`config.mk`:
```
export PLATFORM = sky130hd
export DESIGN_NAME = dtcm_top
export DESIGN_NICKNAME = d
export VERILOG_FILES = /design/src/hw/icb_pkg.sv /design/src/hw/tcm_pkg.sv /design/src/hw/id_fifo.sv /design/src/hw/icb_splitter.sv /design/src/hw/icb_arbiter.sv /design/src/hw/dtcm_sram_ctrl.sv /design/src/hw/dtcm_ls_ctrl.sv /design/src/hw/dtcm_top.sv
export VERILOG_INCLUDE_DIRS = /design/src /design/src/hw
export SDC_FILE = /design/constraint.sdc
export NUM_CORES = 1
export LEC_CHECK = 0
export BUFFER_PORTS_ARGS = -buffer_cell sky130_fd_sc_hd__buf_4
export CAP_MARGIN = 20
export CORE_AREA = 5 5 163 165
export DETAILED_ROUTE_END_ITERATION = 16
export DIE_AREA = 0 0 168 170
export PLACE_DENSITY = 0.62
export SYNTH_ARGS = -nofsm -noshare
export SYNTH_HDL_FRONTEND = slang
export SYNTH_HIERARCHICAL = 1
export SYNTH_SLANG_ARGS = --single-unit
```
`constraint.sdc`:
```
create_clock -name clk -period 3 [get_ports clk]
set_input_delay 0.6 -clock clk [delete_from_list [all_inputs] [get_ports clk]]
set_output_delay 0.6 -clock clk [all_outputs]
set_load 0.1 [all_outputs]
```
`src/hw/dtcm_cfg.svh`:
```
// DTCM subsystem configuration
// Bus widths, RAM size, outstanding depth and light-sleep delay

`ifndef DTCM_CFG_SVH
`define DTCM_CFG_SVH

// Bus widths
`define DTCM_XLEN        32
`define DTCM_ADDR_SIZE   32

// 4 KiB RAM, word addressed
`define DTCM_RAM_AW      10

// Upper address bits compared against the PPI region
`define DTCM_PPI_RBITS   4

// Transactions in flight per tracker
`define DTCM_OUTS_DEPTH  2

// Idle cycles before the RAM enters light sleep
`define DTCM_LS_IDLE     8

`endif

```
`src/hw/icb_pkg.sv`:
```
// ICB bus payload types
// Command and response channel contents for every ICB link in the subsystem

`include "dtcm_cfg.svh"

package icb_pkg;

  ////////////////////////////////////////////////////////////////////////////
  // Command channel
  ////////////////////////////////////////////////////////////////////////////

  typedef struct packed {
    logic [`DTCM_ADDR_SIZE-1:0] addr;   // Byte address
    logic                       read;   // 1 for load, 0 for store
    logic [`DTCM_XLEN-1:0]      wdata;
    logic [`DTCM_XLEN/8-1:0]    wmask;  // One bit per byte lane
  } icb_cmd_t;

  ////////////////////////////////////////////////////////////////////////////
  // Response channel
  ////////////////////////////////////////////////////////////////////////////

  typedef struct packed {
    logic                  err;
    logic [`DTCM_XLEN-1:0] rdata;  // Zero on stores
  } icb_rsp_t;

endpackage

```
`src/hw/tcm_pkg.sv`:
```
// Memory-side types for the DTCM
// SRAM request bundle plus the ids used to track outstanding transactions

`include "dtcm_cfg.svh"

package tcm_pkg;

  // Single-port RAM request, all fields sampled on the RAM clock edge
  typedef struct packed {
    logic                     cs;
    logic                     we;
    logic [`DTCM_RAM_AW-1:0]  addr;  // Word address
    logic [`DTCM_XLEN/8-1:0]  wem;   // Byte write enables
    logic [`DTCM_XLEN-1:0]    din;
  } sram_req_t;

  // Which master owns a DTCM transaction
  typedef enum logic {
    ARB_LSU = 1'b0,
    ARB_EXT = 1'b1
  } arb_id_e;

  // Which target a load/store went to
  typedef enum logic {
    ROUTE_DTCM = 1'b0,
    ROUTE_PPI  = 1'b1
  } route_e;

endpackage

```
`src/hw/id_fifo.sv`:
```
// Small in-order tracker FIFO
// Remembers the owner of each outstanding transaction so responses steer back

`timescale 1ns/1ps
`include "dtcm_cfg.svh"

module id_fifo #(
  parameter type T = logic
) (
  input  logic clk,
  input  logic rst,
  input  logic push,
  input  T     push_data,
  input  logic pop,
  output T     head,
  output logic empty,
  output logic full
);

  localparam int DEPTH = `DTCM_OUTS_DEPTH;
  localparam int PW    = (DEPTH > 1) ? $clog2(DEPTH) : 1;
  localparam int CW    = $clog2(DEPTH + 1);

  T                mem [DEPTH];
  logic [PW-1:0]   wptr, rptr;
  logic [CW-1:0]   count;

  assign head  = mem[rptr];
  assign empty = (count == '0);
  assign full  = (count == CW'(DEPTH));

  always_ff @(posedge clk) begin
    if (rst) begin
      wptr  <= '0;
      rptr  <= '0;
      count <= '0;
    end else begin
      if (push) wptr <= (wptr == PW'(DEPTH - 1)) ? '0 : wptr + 1'b1;
      if (pop)  rptr <= (rptr == PW'(DEPTH - 1)) ? '0 : rptr + 1'b1;
      if (push && !pop)      count <= count + 1'b1;
      else if (pop && !push) count <= count - 1'b1;
    end
  end

  // Entry storage
  always_ff @(posedge clk) begin
    if (push) mem[wptr] <= push_data;
  end

endmodule

```
`src/hw/icb_splitter.sv`:
```
// Load/store ICB splitter
// Sends each command to the DTCM or the PPI by region, responses come back in order

`timescale 1ns/1ps
`include "dtcm_cfg.svh"

module icb_splitter
  import icb_pkg::*;
  import tcm_pkg::*;
(
  input  logic                       clk,
  input  logic                       rst,
  input  logic [`DTCM_ADDR_SIZE-1:0] ppi_region_indic,
  input  logic                       ppi_icb_enable,
  // Load/store unit side
  input  logic                       lsu_cmd_valid,
  output logic                       lsu_cmd_ready,
  input  icb_cmd_t                   lsu_cmd,
  output logic                       lsu_rsp_valid,
  input  logic                       lsu_rsp_ready,
  output icb_rsp_t                   lsu_rsp,
  // Toward the DTCM arbiter
  output logic                       dtcm_cmd_valid,
  input  logic                       dtcm_cmd_ready,
  output icb_cmd_t                   dtcm_cmd,
  input  logic                       dtcm_rsp_valid,
  output logic                       dtcm_rsp_ready,
  input  icb_rsp_t                   dtcm_rsp,
  // Private peripheral interface
  output logic                       ppi_cmd_valid,
  input  logic                       ppi_cmd_ready,
  output icb_cmd_t                   ppi_cmd,
  input  logic                       ppi_rsp_valid,
  output logic                       ppi_rsp_ready,
  input  icb_rsp_t                   ppi_rsp
);

  route_e route, head;
  logic   fifo_empty, fifo_full;
  logic   to_ppi, head_ppi;

  ////////////////////////////////////////////////////////////////////////////
  // Command path
  ////////////////////////////////////////////////////////////////////////////

  assign to_ppi = ppi_icb_enable &&
                  (lsu_cmd.addr[`DTCM_ADDR_SIZE-1 -: `DTCM_PPI_RBITS] ==
                   ppi_region_indic[`DTCM_ADDR_SIZE-1 -: `DTCM_PPI_RBITS]);
  assign route  = to_ppi ? ROUTE_PPI : ROUTE_DTCM;

  assign dtcm_cmd_valid = lsu_cmd_valid && !to_ppi && !fifo_full;
  assign ppi_cmd_valid  = lsu_cmd_valid &&  to_ppi && !fifo_full;
  assign dtcm_cmd       = lsu_cmd;  // Same payload to both, valid picks one
  assign ppi_cmd        = lsu_cmd;

  assign lsu_cmd_ready  = !fifo_full && (to_ppi ? ppi_cmd_ready : dtcm_cmd_ready);

  ////////////////////////////////////////////////////////////////////////////
  // Response path, steered by the oldest outstanding route
  ////////////////////////////////////////////////////////////////////////////

  assign head_ppi = (head == ROUTE_PPI);

  assign lsu_rsp_valid  = !fifo_empty && (head_ppi ? ppi_rsp_valid : dtcm_rsp_valid);
  assign lsu_rsp        = head_ppi ? ppi_rsp : dtcm_rsp;
  assign dtcm_rsp_ready = !fifo_empty && !head_ppi && lsu_rsp_ready;
  assign ppi_rsp_ready  = !fifo_empty &&  head_ppi && lsu_rsp_ready;

  id_fifo #(
    .T (route_e)
  ) route_fifo_i (
    .clk       (clk),
    .rst       (rst),
    .push      (lsu_cmd_valid && lsu_cmd_ready),
    .push_data (route),
    .pop       (lsu_rsp_valid && lsu_rsp_ready),
    .head      (head),
    .empty     (fifo_empty),
    .full      (fifo_full)
  );

endmodule

```
`src/hw/icb_arbiter.sv`:
```
// Round-robin DTCM arbiter
// Shares the DTCM between the load/store path and the external agent

`timescale 1ns/1ps

module icb_arbiter
  import icb_pkg::*;
  import tcm_pkg::*;
(
  input  logic     clk,
  input  logic     rst,
  // Load/store master
  input  logic     lsu_cmd_valid,
  output logic     lsu_cmd_ready,
  input  icb_cmd_t lsu_cmd,
  output logic     lsu_rsp_valid,
  input  logic     lsu_rsp_ready,
  output icb_rsp_t lsu_rsp,
  // External agent
  input  logic     ext_cmd_valid,
  output logic     ext_cmd_ready,
  input  icb_cmd_t ext_cmd,
  output logic     ext_rsp_valid,
  input  logic     ext_rsp_ready,
  output icb_rsp_t ext_rsp,
  // Toward the SRAM controller
  output logic     dtcm_cmd_valid,
  input  logic     dtcm_cmd_ready,
  output icb_cmd_t dtcm_cmd,
  input  logic     dtcm_rsp_valid,
  output logic     dtcm_rsp_ready,
  input  icb_rsp_t dtcm_rsp
);

  arb_id_e last_q, hold_id_q, grant, head;
  logic    hold_q;
  logic    fifo_empty, fifo_full;
  logic    cmd_hs;

  ////////////////////////////////////////////////////////////////////////////
  // Grant
  ////////////////////////////////////////////////////////////////////////////

  always_comb begin
    if (hold_q)                              grant = hold_id_q;  // Stalled, keep winner
    else if (lsu_cmd_valid && ext_cmd_valid) grant = (last_q == ARB_LSU) ? ARB_EXT : ARB_LSU;
    else if (ext_cmd_valid)                  grant = ARB_EXT;
    else                                     grant = ARB_LSU;
  end

  assign dtcm_cmd_valid = (lsu_cmd_valid || ext_cmd_valid) && !fifo_full;
  assign dtcm_cmd       = (grant == ARB_EXT) ? ext_cmd : lsu_cmd;
  assign lsu_cmd_ready  = (grant == ARB_LSU) && !fifo_full && dtcm_cmd_ready;
  assign ext_cmd_ready  = (grant == ARB_EXT) && !fifo_full && dtcm_cmd_ready;
  assign cmd_hs         = dtcm_cmd_valid && dtcm_cmd_ready;

  always_ff @(posedge clk) begin
    if (rst) begin
      last_q    <= ARB_EXT;  // LSU wins the first tie
      hold_q    <= 1'b0;
      hold_id_q <= ARB_LSU;
    end else begin
      if (cmd_hs) last_q <= grant;
      hold_q    <= dtcm_cmd_valid && !dtcm_cmd_ready;
      hold_id_q <= grant;
    end
  end

  ////////////////////////////////////////////////////////////////////////////
  // Response return
  ////////////////////////////////////////////////////////////////////////////

  assign lsu_rsp_valid  = dtcm_rsp_valid && !fifo_empty && (head == ARB_LSU);
  assign ext_rsp_valid  = dtcm_rsp_valid && !fifo_empty && (head == ARB_EXT);
  assign lsu_rsp        = dtcm_rsp;
  assign ext_rsp        = dtcm_rsp;
  assign dtcm_rsp_ready = !fifo_empty &&
                          ((head == ARB_LSU) ? lsu_rsp_ready : ext_rsp_ready);

  id_fifo #(
    .T (arb_id_e)
  ) owner_fifo_i (
    .clk       (clk),
    .rst       (rst),
    .push      (cmd_hs),
    .push_data (grant),
    .pop       (dtcm_rsp_valid && dtcm_rsp_ready),
    .head      (head),
    .empty     (fifo_empty),
    .full      (fifo_full)
  );

endmodule

```
`src/hw/dtcm_sram_ctrl.sv`:
```
// DTCM SRAM controller
// Turns ICB commands into single-port RAM cycles and registers the response

`timescale 1ns/1ps
`include "dtcm_cfg.svh"

module dtcm_sram_ctrl
  import icb_pkg::*;
  import tcm_pkg::*;
(
  input  logic                  clk,
  input  logic                  rst,
  input  logic                  cmd_valid,
  output logic                  cmd_ready,
  input  icb_cmd_t              cmd,
  output logic                  rsp_valid,
  input  logic                  rsp_ready,
  output icb_rsp_t              rsp,
  input  logic                  dtcm_ls,
  output sram_req_t             dtcm_ram,
  input  logic [`DTCM_XLEN-1:0] dtcm_ram_dout,
  output logic                  dtcm_active
);

  logic                  cmd_hs, misalign;
  logic                  rsp_valid_q, fresh_q;  // fresh_q marks the dout cycle
  logic                  err_q, rd_q;
  logic [`DTCM_XLEN-1:0] rdata_q;

  assign misalign  = |cmd.addr[1:0];
  assign cmd_ready = !dtcm_ls && !(rsp_valid_q && !rsp_ready);
  assign cmd_hs    = cmd_valid && cmd_ready;

  // RAM request in the handshake cycle
  assign dtcm_ram.cs   = cmd_hs && !misalign;
  assign dtcm_ram.we   = !cmd.read;
  assign dtcm_ram.addr = cmd.addr[`DTCM_RAM_AW+1:2];
  assign dtcm_ram.wem  = cmd.wmask;
  assign dtcm_ram.din  = cmd.wdata;

  ////////////////////////////////////////////////////////////////////////////
  // Response register
  ////////////////////////////////////////////////////////////////////////////

  always_ff @(posedge clk) begin
    if (rst) begin
      rsp_valid_q <= 1'b0;
      fresh_q     <= 1'b0;
    end else begin
      if (cmd_hs)         rsp_valid_q <= 1'b1;
      else if (rsp_ready) rsp_valid_q <= 1'b0;
      fresh_q <= cmd_hs;
    end
  end

  always_ff @(posedge clk) begin
    if (cmd_hs) begin
      err_q <= misalign;
      rd_q  <= cmd.read && !misalign;  // Only real loads carry data
    end
    if (fresh_q) rdata_q <= dtcm_ram_dout;  // Keep dout while stalled
  end

  assign rsp_valid = rsp_valid_q;
  assign rsp.err   = err_q;
  assign rsp.rdata = !rd_q   ? '0 :
                     fresh_q ? dtcm_ram_dout : rdata_q;

  assign dtcm_active = cmd_valid || rsp_valid_q;

endmodule

```
`src/hw/dtcm_ls_ctrl.sv`:
```
// DTCM light-sleep control
// Puts the RAM to sleep after a run of idle cycles, wakes it on a new request

`timescale 1ns/1ps
`include "dtcm_cfg.svh"

module dtcm_ls_ctrl (
  input  logic clk,
  input  logic rst,
  input  logic dtcm_active,
  input  logic wake,
  output logic dtcm_ls
);

  localparam int CW = $clog2(`DTCM_LS_IDLE + 1);

  logic [CW-1:0] idle_cnt;

  always_ff @(posedge clk) begin
    if (rst) begin
      idle_cnt <= '0;
      dtcm_ls  <= 1'b0;
    end else if (wake) begin
      idle_cnt <= '0;  // Leave sleep on the next edge
      dtcm_ls  <= 1'b0;
    end else if (dtcm_active) begin
      idle_cnt <= '0;
    end else if (idle_cnt != CW'(`DTCM_LS_IDLE)) begin
      idle_cnt <= idle_cnt + 1'b1;
      // Last idle cycle of the run
      if (idle_cnt == CW'(`DTCM_LS_IDLE - 1)) dtcm_ls <= 1'b1;
    end
  end

endmodule

```
`src/hw/dtcm_top.sv`:
```
// DTCM subsystem top
// Load/store splitter, DTCM arbiter, SRAM controller and light-sleep control

`timescale 1ns/1ps
`include "dtcm_cfg.svh"

module dtcm_top
  import icb_pkg::*;
  import tcm_pkg::*;
(
  input  logic                       clk,
  input  logic                       rst,
  input  logic [`DTCM_ADDR_SIZE-1:0] ppi_region_indic,
  input  logic                       ppi_icb_enable,
  // Load/store unit
  input  logic                       lsu_cmd_valid,
  output logic                       lsu_cmd_ready,
  input  icb_cmd_t                   lsu_cmd,
  output logic                       lsu_rsp_valid,
  input  logic                       lsu_rsp_ready,
  output icb_rsp_t                   lsu_rsp,
  // External agent
  input  logic                       ext_cmd_valid,
  output logic                       ext_cmd_ready,
  input  icb_cmd_t                   ext_cmd,
  output logic                       ext_rsp_valid,
  input  logic                       ext_rsp_ready,
  output icb_rsp_t                   ext_rsp,
  // Private peripheral interface
  output logic                       ppi_cmd_valid,
  input  logic                       ppi_cmd_ready,
  output icb_cmd_t                   ppi_cmd,
  input  logic                       ppi_rsp_valid,
  output logic                       ppi_rsp_ready,
  input  icb_rsp_t                   ppi_rsp,
  // RAM array outside the subsystem
  output sram_req_t                  dtcm_ram,
  input  logic [`DTCM_XLEN-1:0]      dtcm_ram_dout,
  output logic                       dtcm_ls
);

  logic     split_cmd_valid, split_cmd_ready, split_rsp_valid, split_rsp_ready;
  icb_cmd_t split_cmd;
  icb_rsp_t split_rsp;
  logic     arb_cmd_valid, arb_cmd_ready, arb_rsp_valid, arb_rsp_ready;
  icb_cmd_t arb_cmd;
  icb_rsp_t arb_rsp;
  logic     dtcm_active;

  icb_splitter splitter_i (
    .clk (clk), .rst (rst),
    .ppi_region_indic (ppi_region_indic), .ppi_icb_enable (ppi_icb_enable),
    .lsu_cmd_valid  (lsu_cmd_valid),   .lsu_cmd_ready  (lsu_cmd_ready),
    .lsu_cmd        (lsu_cmd),         .lsu_rsp_valid  (lsu_rsp_valid),
    .lsu_rsp_ready  (lsu_rsp_ready),   .lsu_rsp        (lsu_rsp),
    .dtcm_cmd_valid (split_cmd_valid), .dtcm_cmd_ready (split_cmd_ready),
    .dtcm_cmd       (split_cmd),       .dtcm_rsp_valid (split_rsp_valid),
    .dtcm_rsp_ready (split_rsp_ready), .dtcm_rsp       (split_rsp),
    .ppi_cmd_valid  (ppi_cmd_valid),   .ppi_cmd_ready  (ppi_cmd_ready),
    .ppi_cmd        (ppi_cmd),         .ppi_rsp_valid  (ppi_rsp_valid),
    .ppi_rsp_ready  (ppi_rsp_ready),   .ppi_rsp        (ppi_rsp)
  );

  icb_arbiter arbiter_i (
    .clk (clk), .rst (rst),
    .lsu_cmd_valid  (split_cmd_valid), .lsu_cmd_ready  (split_cmd_ready),
    .lsu_cmd        (split_cmd),       .lsu_rsp_valid  (split_rsp_valid),
    .lsu_rsp_ready  (split_rsp_ready), .lsu_rsp        (split_rsp),
    .ext_cmd_valid  (ext_cmd_valid),   .ext_cmd_ready  (ext_cmd_ready),
    .ext_cmd        (ext_cmd),         .ext_rsp_valid  (ext_rsp_valid),
    .ext_rsp_ready  (ext_rsp_ready),   .ext_rsp        (ext_rsp),
    .dtcm_cmd_valid (arb_cmd_valid),   .dtcm_cmd_ready (arb_cmd_ready),
    .dtcm_cmd       (arb_cmd),         .dtcm_rsp_valid (arb_rsp_valid),
    .dtcm_rsp_ready (arb_rsp_ready),   .dtcm_rsp       (arb_rsp)
  );

  dtcm_sram_ctrl sram_ctrl_i (
    .clk (clk), .rst (rst),
    .cmd_valid (arb_cmd_valid), .cmd_ready (arb_cmd_ready), .cmd (arb_cmd),
    .rsp_valid (arb_rsp_valid), .rsp_ready (arb_rsp_ready), .rsp (arb_rsp),
    .dtcm_ls (dtcm_ls), .dtcm_ram (dtcm_ram), .dtcm_ram_dout (dtcm_ram_dout),
    .dtcm_active (dtcm_active)
  );

  // Any arbitrated request wakes the RAM
  dtcm_ls_ctrl ls_ctrl_i (
    .clk (clk), .rst (rst),
    .dtcm_active (dtcm_active), .wake (arb_cmd_valid), .dtcm_ls (dtcm_ls)
  );

endmodule

```
==> summary.txt <==
Run status
  • Status: complete, but fails checks
  • Failing checks: negative setup slack

Clock tree
  • Clk sink count: slightly below 60
  • Worst skew pair latency: 0.32 ns
  • H-tree levels: 3
  • CTS buffer count: 9
  • CTS tree: built
  • Clock buffer depth: 2
  • CTS clk-pin slew, worst paths: approximately 0.050 ns
  • Clk root buf: clkbuf_16

Global routing
  • Largest net degree at the start of global routing: 36
  • Vias in the first global route: ~4.2k
  • Initial antenna violation count: 0
  • All-Layer GR Usage: 9.858%
  • First-pass GRT wire length: roughly 22 mm
  • Grt ovf: 0

Critical path
  • Slowest CP cell: mux2_4
  • Worst setup EP type: primary output
  • Cell depth of the worst flop-to-flop path: 14
  • Critical Path Start Type: input port
  • Delay-heaviest family, CP: simple AND/OR/NAND/NOR gates
  • Critical Path Max Stage Delay: slightly below 0.3 ns
  • Cells along the critical path: buf_4 > xor2_4 > nor4_4 > nor3b_2 > nand2_1 > a22oi_4 > buf_12 > mux2_4 > or2_4 > nor3_4 > buf_12
  • FF-to-FF setup slack: 0.21 ns
  • CP dominant cell by count: buf_12
  • CP Buf/Inv Count: 3
  • Crit Path Class: in2out
  • Largest fanout on the critical path: 5
  • Critical path required time: ~2.4 ns
  • Critical R2R Capture: splitter_i/route_fifo_i/count[1]
  • WP data arrival: around 2.6 ns
  • Reg2reg start: splitter_i/route_fifo_i/count[0]

Layout
  • Layout Cells excl Fill: 1054
  • Fin util: ~33%
  • FILL cells: between 2k and 3k
  • ANT cells: 0
  • Share of cells above drive strength 1: between 70% and 80%
  • Commonest non-fill, non-tap cell in the layout: buf_4
  • Nets: 967
  • Layout area overhead: 51.23%
  • Most frequent cells in the layout: buf_4 (325), mux2_4 (71), dfxtp_1 (51), mux2_2 (45), buf_12 (45)
  • Post-Layout Inst Area: roughly 0.0082 mm2

STA
  • Slew @ Worst Pin: 0.5035 ns
  • Max Fclk: about 310 MHz
  • Crit path time final: 3.210 ns
  • Minimum setup slack in the final design: -0.2100 ns
  • RSZ-0062 raised after global routing: yes
  • Final period util: 107.0%
  • Clk_skew: roughly 0.0082 ns
  • Fin. Hold Viols: 0
  • Hold_ws: about 0.46 ns
  • Fin. max-slew vios: 0
  • Rel. slew slack: roughly two thirds
  • Final setup viols: 46
  • Final TNS setup: -4.327 ns

Floorplan
  • Die width: 168 um
  • Row count: 58
  • Area of the core: around 0.025 mm2
  • I/O pin cnt: 434
  • Initial Utilization: a little over a fifth
  • Die height: around 170 um
  • Die area: approximately 0.029 mm2

Power
  • Power per cell area: approximately 1200 mW/mm2
  • Total power: 9.648 mW
  • Maximum vdd drop: ~0.00088 V
  • Switching power total: 5.540 mW
  • Flop pwr share: between 10% and 20%
  • Static leakage power: around 4.0 nW
  • Clock share of power: 9.6%
  • Pint: 4.108 mW
  • Sw frac: between 50 and 60%
  • Logic pwr share: 77.7%

Place
  • Post-Place Cells: about 1.0k
  • GPL Wtd Cong: roughly 0.80
  • Dpl hpwl: approximately 13 mm
  • Dpl cell area: approximately 0.007 mm2
  • Worst slack, placed: -0.3142 ns
  • Port-buffer cells: about 350

Drt
  • Avg WL per Cell: between 15 and 20 um
  • Drt drc: 0
  • Vias: between 4k and 5k
  • Via density: 3.830
  • Final wirelength: between 15 and 20 mm
  • Post-DRT Antenna Nets: 0
  • DRT iter0 DRCs: about 120
  • First-pass iteration count of the detailed router: 4

Run
  • MaxCap Viol Count: 0

Yosys
  • Yosys warns: 6
  • Syn nets: roughly 810
  • Syn Area/Cell: between 9 and 10 um2
  • Synth Instances: about 560
  • Synthesized cell area: approximately 0.0054 mm2

Hold path
  • Worst hold path type: reg2reg
  • Worst Hold Depth: 1
  • Hold path startpoint: sram_ctrl_i/rdata_q[10]
  • Hold Path End: sram_ctrl_i/rdata_q[10]
power groups by stage:
stage               clock (mW)  combinational [mW]  sequential (mW)
global placement             0                6.76             1.22
floorplan                    0                6.25             1.21
CTS                      0.971                6.96             1.22
detailed placement           0                6.79             1.24
finish                   0.925                7.50             1.22
global route              1.01                7.77             1.26
layout make-up:
class | count | area (um2) | area share, %
sequential | 58 | 1222 | 14.85
timing repair buffer | 397 | 3732 | 45.33
multi-input combinational | 247 | 2567 | 31.19
clock inverter | 5 | 28.78 | 0.3495
clock buffer | 11 | 242.7 | 2.948
tap | 330 | 412.9 | 5.015
inverter | 6 | 26.28 | 0.3191
timing repair:
| action | CTS | global route |
|---|---|---|
| gates resized for setup | 34 | 172 |
| setup endpoints to repair | 50 | 52 |
| hold buffers | 0 | 0 |
| pin swaps | 13 | 12 |
| gates cloned | 1 | 3 |
| setup buffers | 6 | 8 |
worst reg2reg max path, stage by stage (launching register included):
cell and delay [ns]:
dfxtp_1 0.32, and2b_2 0.25, nor3b_2 0.24, nand2_1 0.12, a22oi_4 0.19, buf_12 0.15
buf_12 0.10, clkbuf_16 0.15, inv_2 0.04, nor2_2 0.13, nand3b_1 0.09, mux2i_1 0.18
ha_1 0.27, or3_1 0.34, a21oi_1 0.14
flip-flops by register name, summed over array words and instances (netlist names), 2 cells and up, named ones only:
signal                         flops
sram_ctrl_i/rdata_q               32
ls_ctrl_i/idle_cnt                 4
arbiter_i/owner_fifo_i/count       2
arbiter_i/owner_fifo_i/mem         2
splitter_i/route_fifo_i/count      2
splitter_i/route_fifo_i/mem        2
per-layer routing:
| metal | track usage (%) | part of all wire, % |
|---|---|---|
| met3 | 3.206 | 10 |
| met2 | 18.06 | 52 |
| met1 | 10.90 | 36 |
| met4 | 2.858 | 1.7 |
| met5 | 0 | 0 |
worst max path at each step:
stage                    startpoint           end  cells past startpoint
4_1_cts                 lsu_cmd[65]  dtcm_ram[47]                     11
5_1_grt                 lsu_cmd[66]  dtcm_ram[47]                     11
3_3_place_gp            lsu_cmd[65]  dtcm_ram[47]                     11
2_1_floorplan           lsu_cmd[65]  dtcm_ram[47]                     10
6_report       ppi_region_indic[29]  dtcm_ram[47]                     11
3_5_place_dp            lsu_cmd[65]  dtcm_ram[47]                     11
Power figures use the tool's default switching activity.
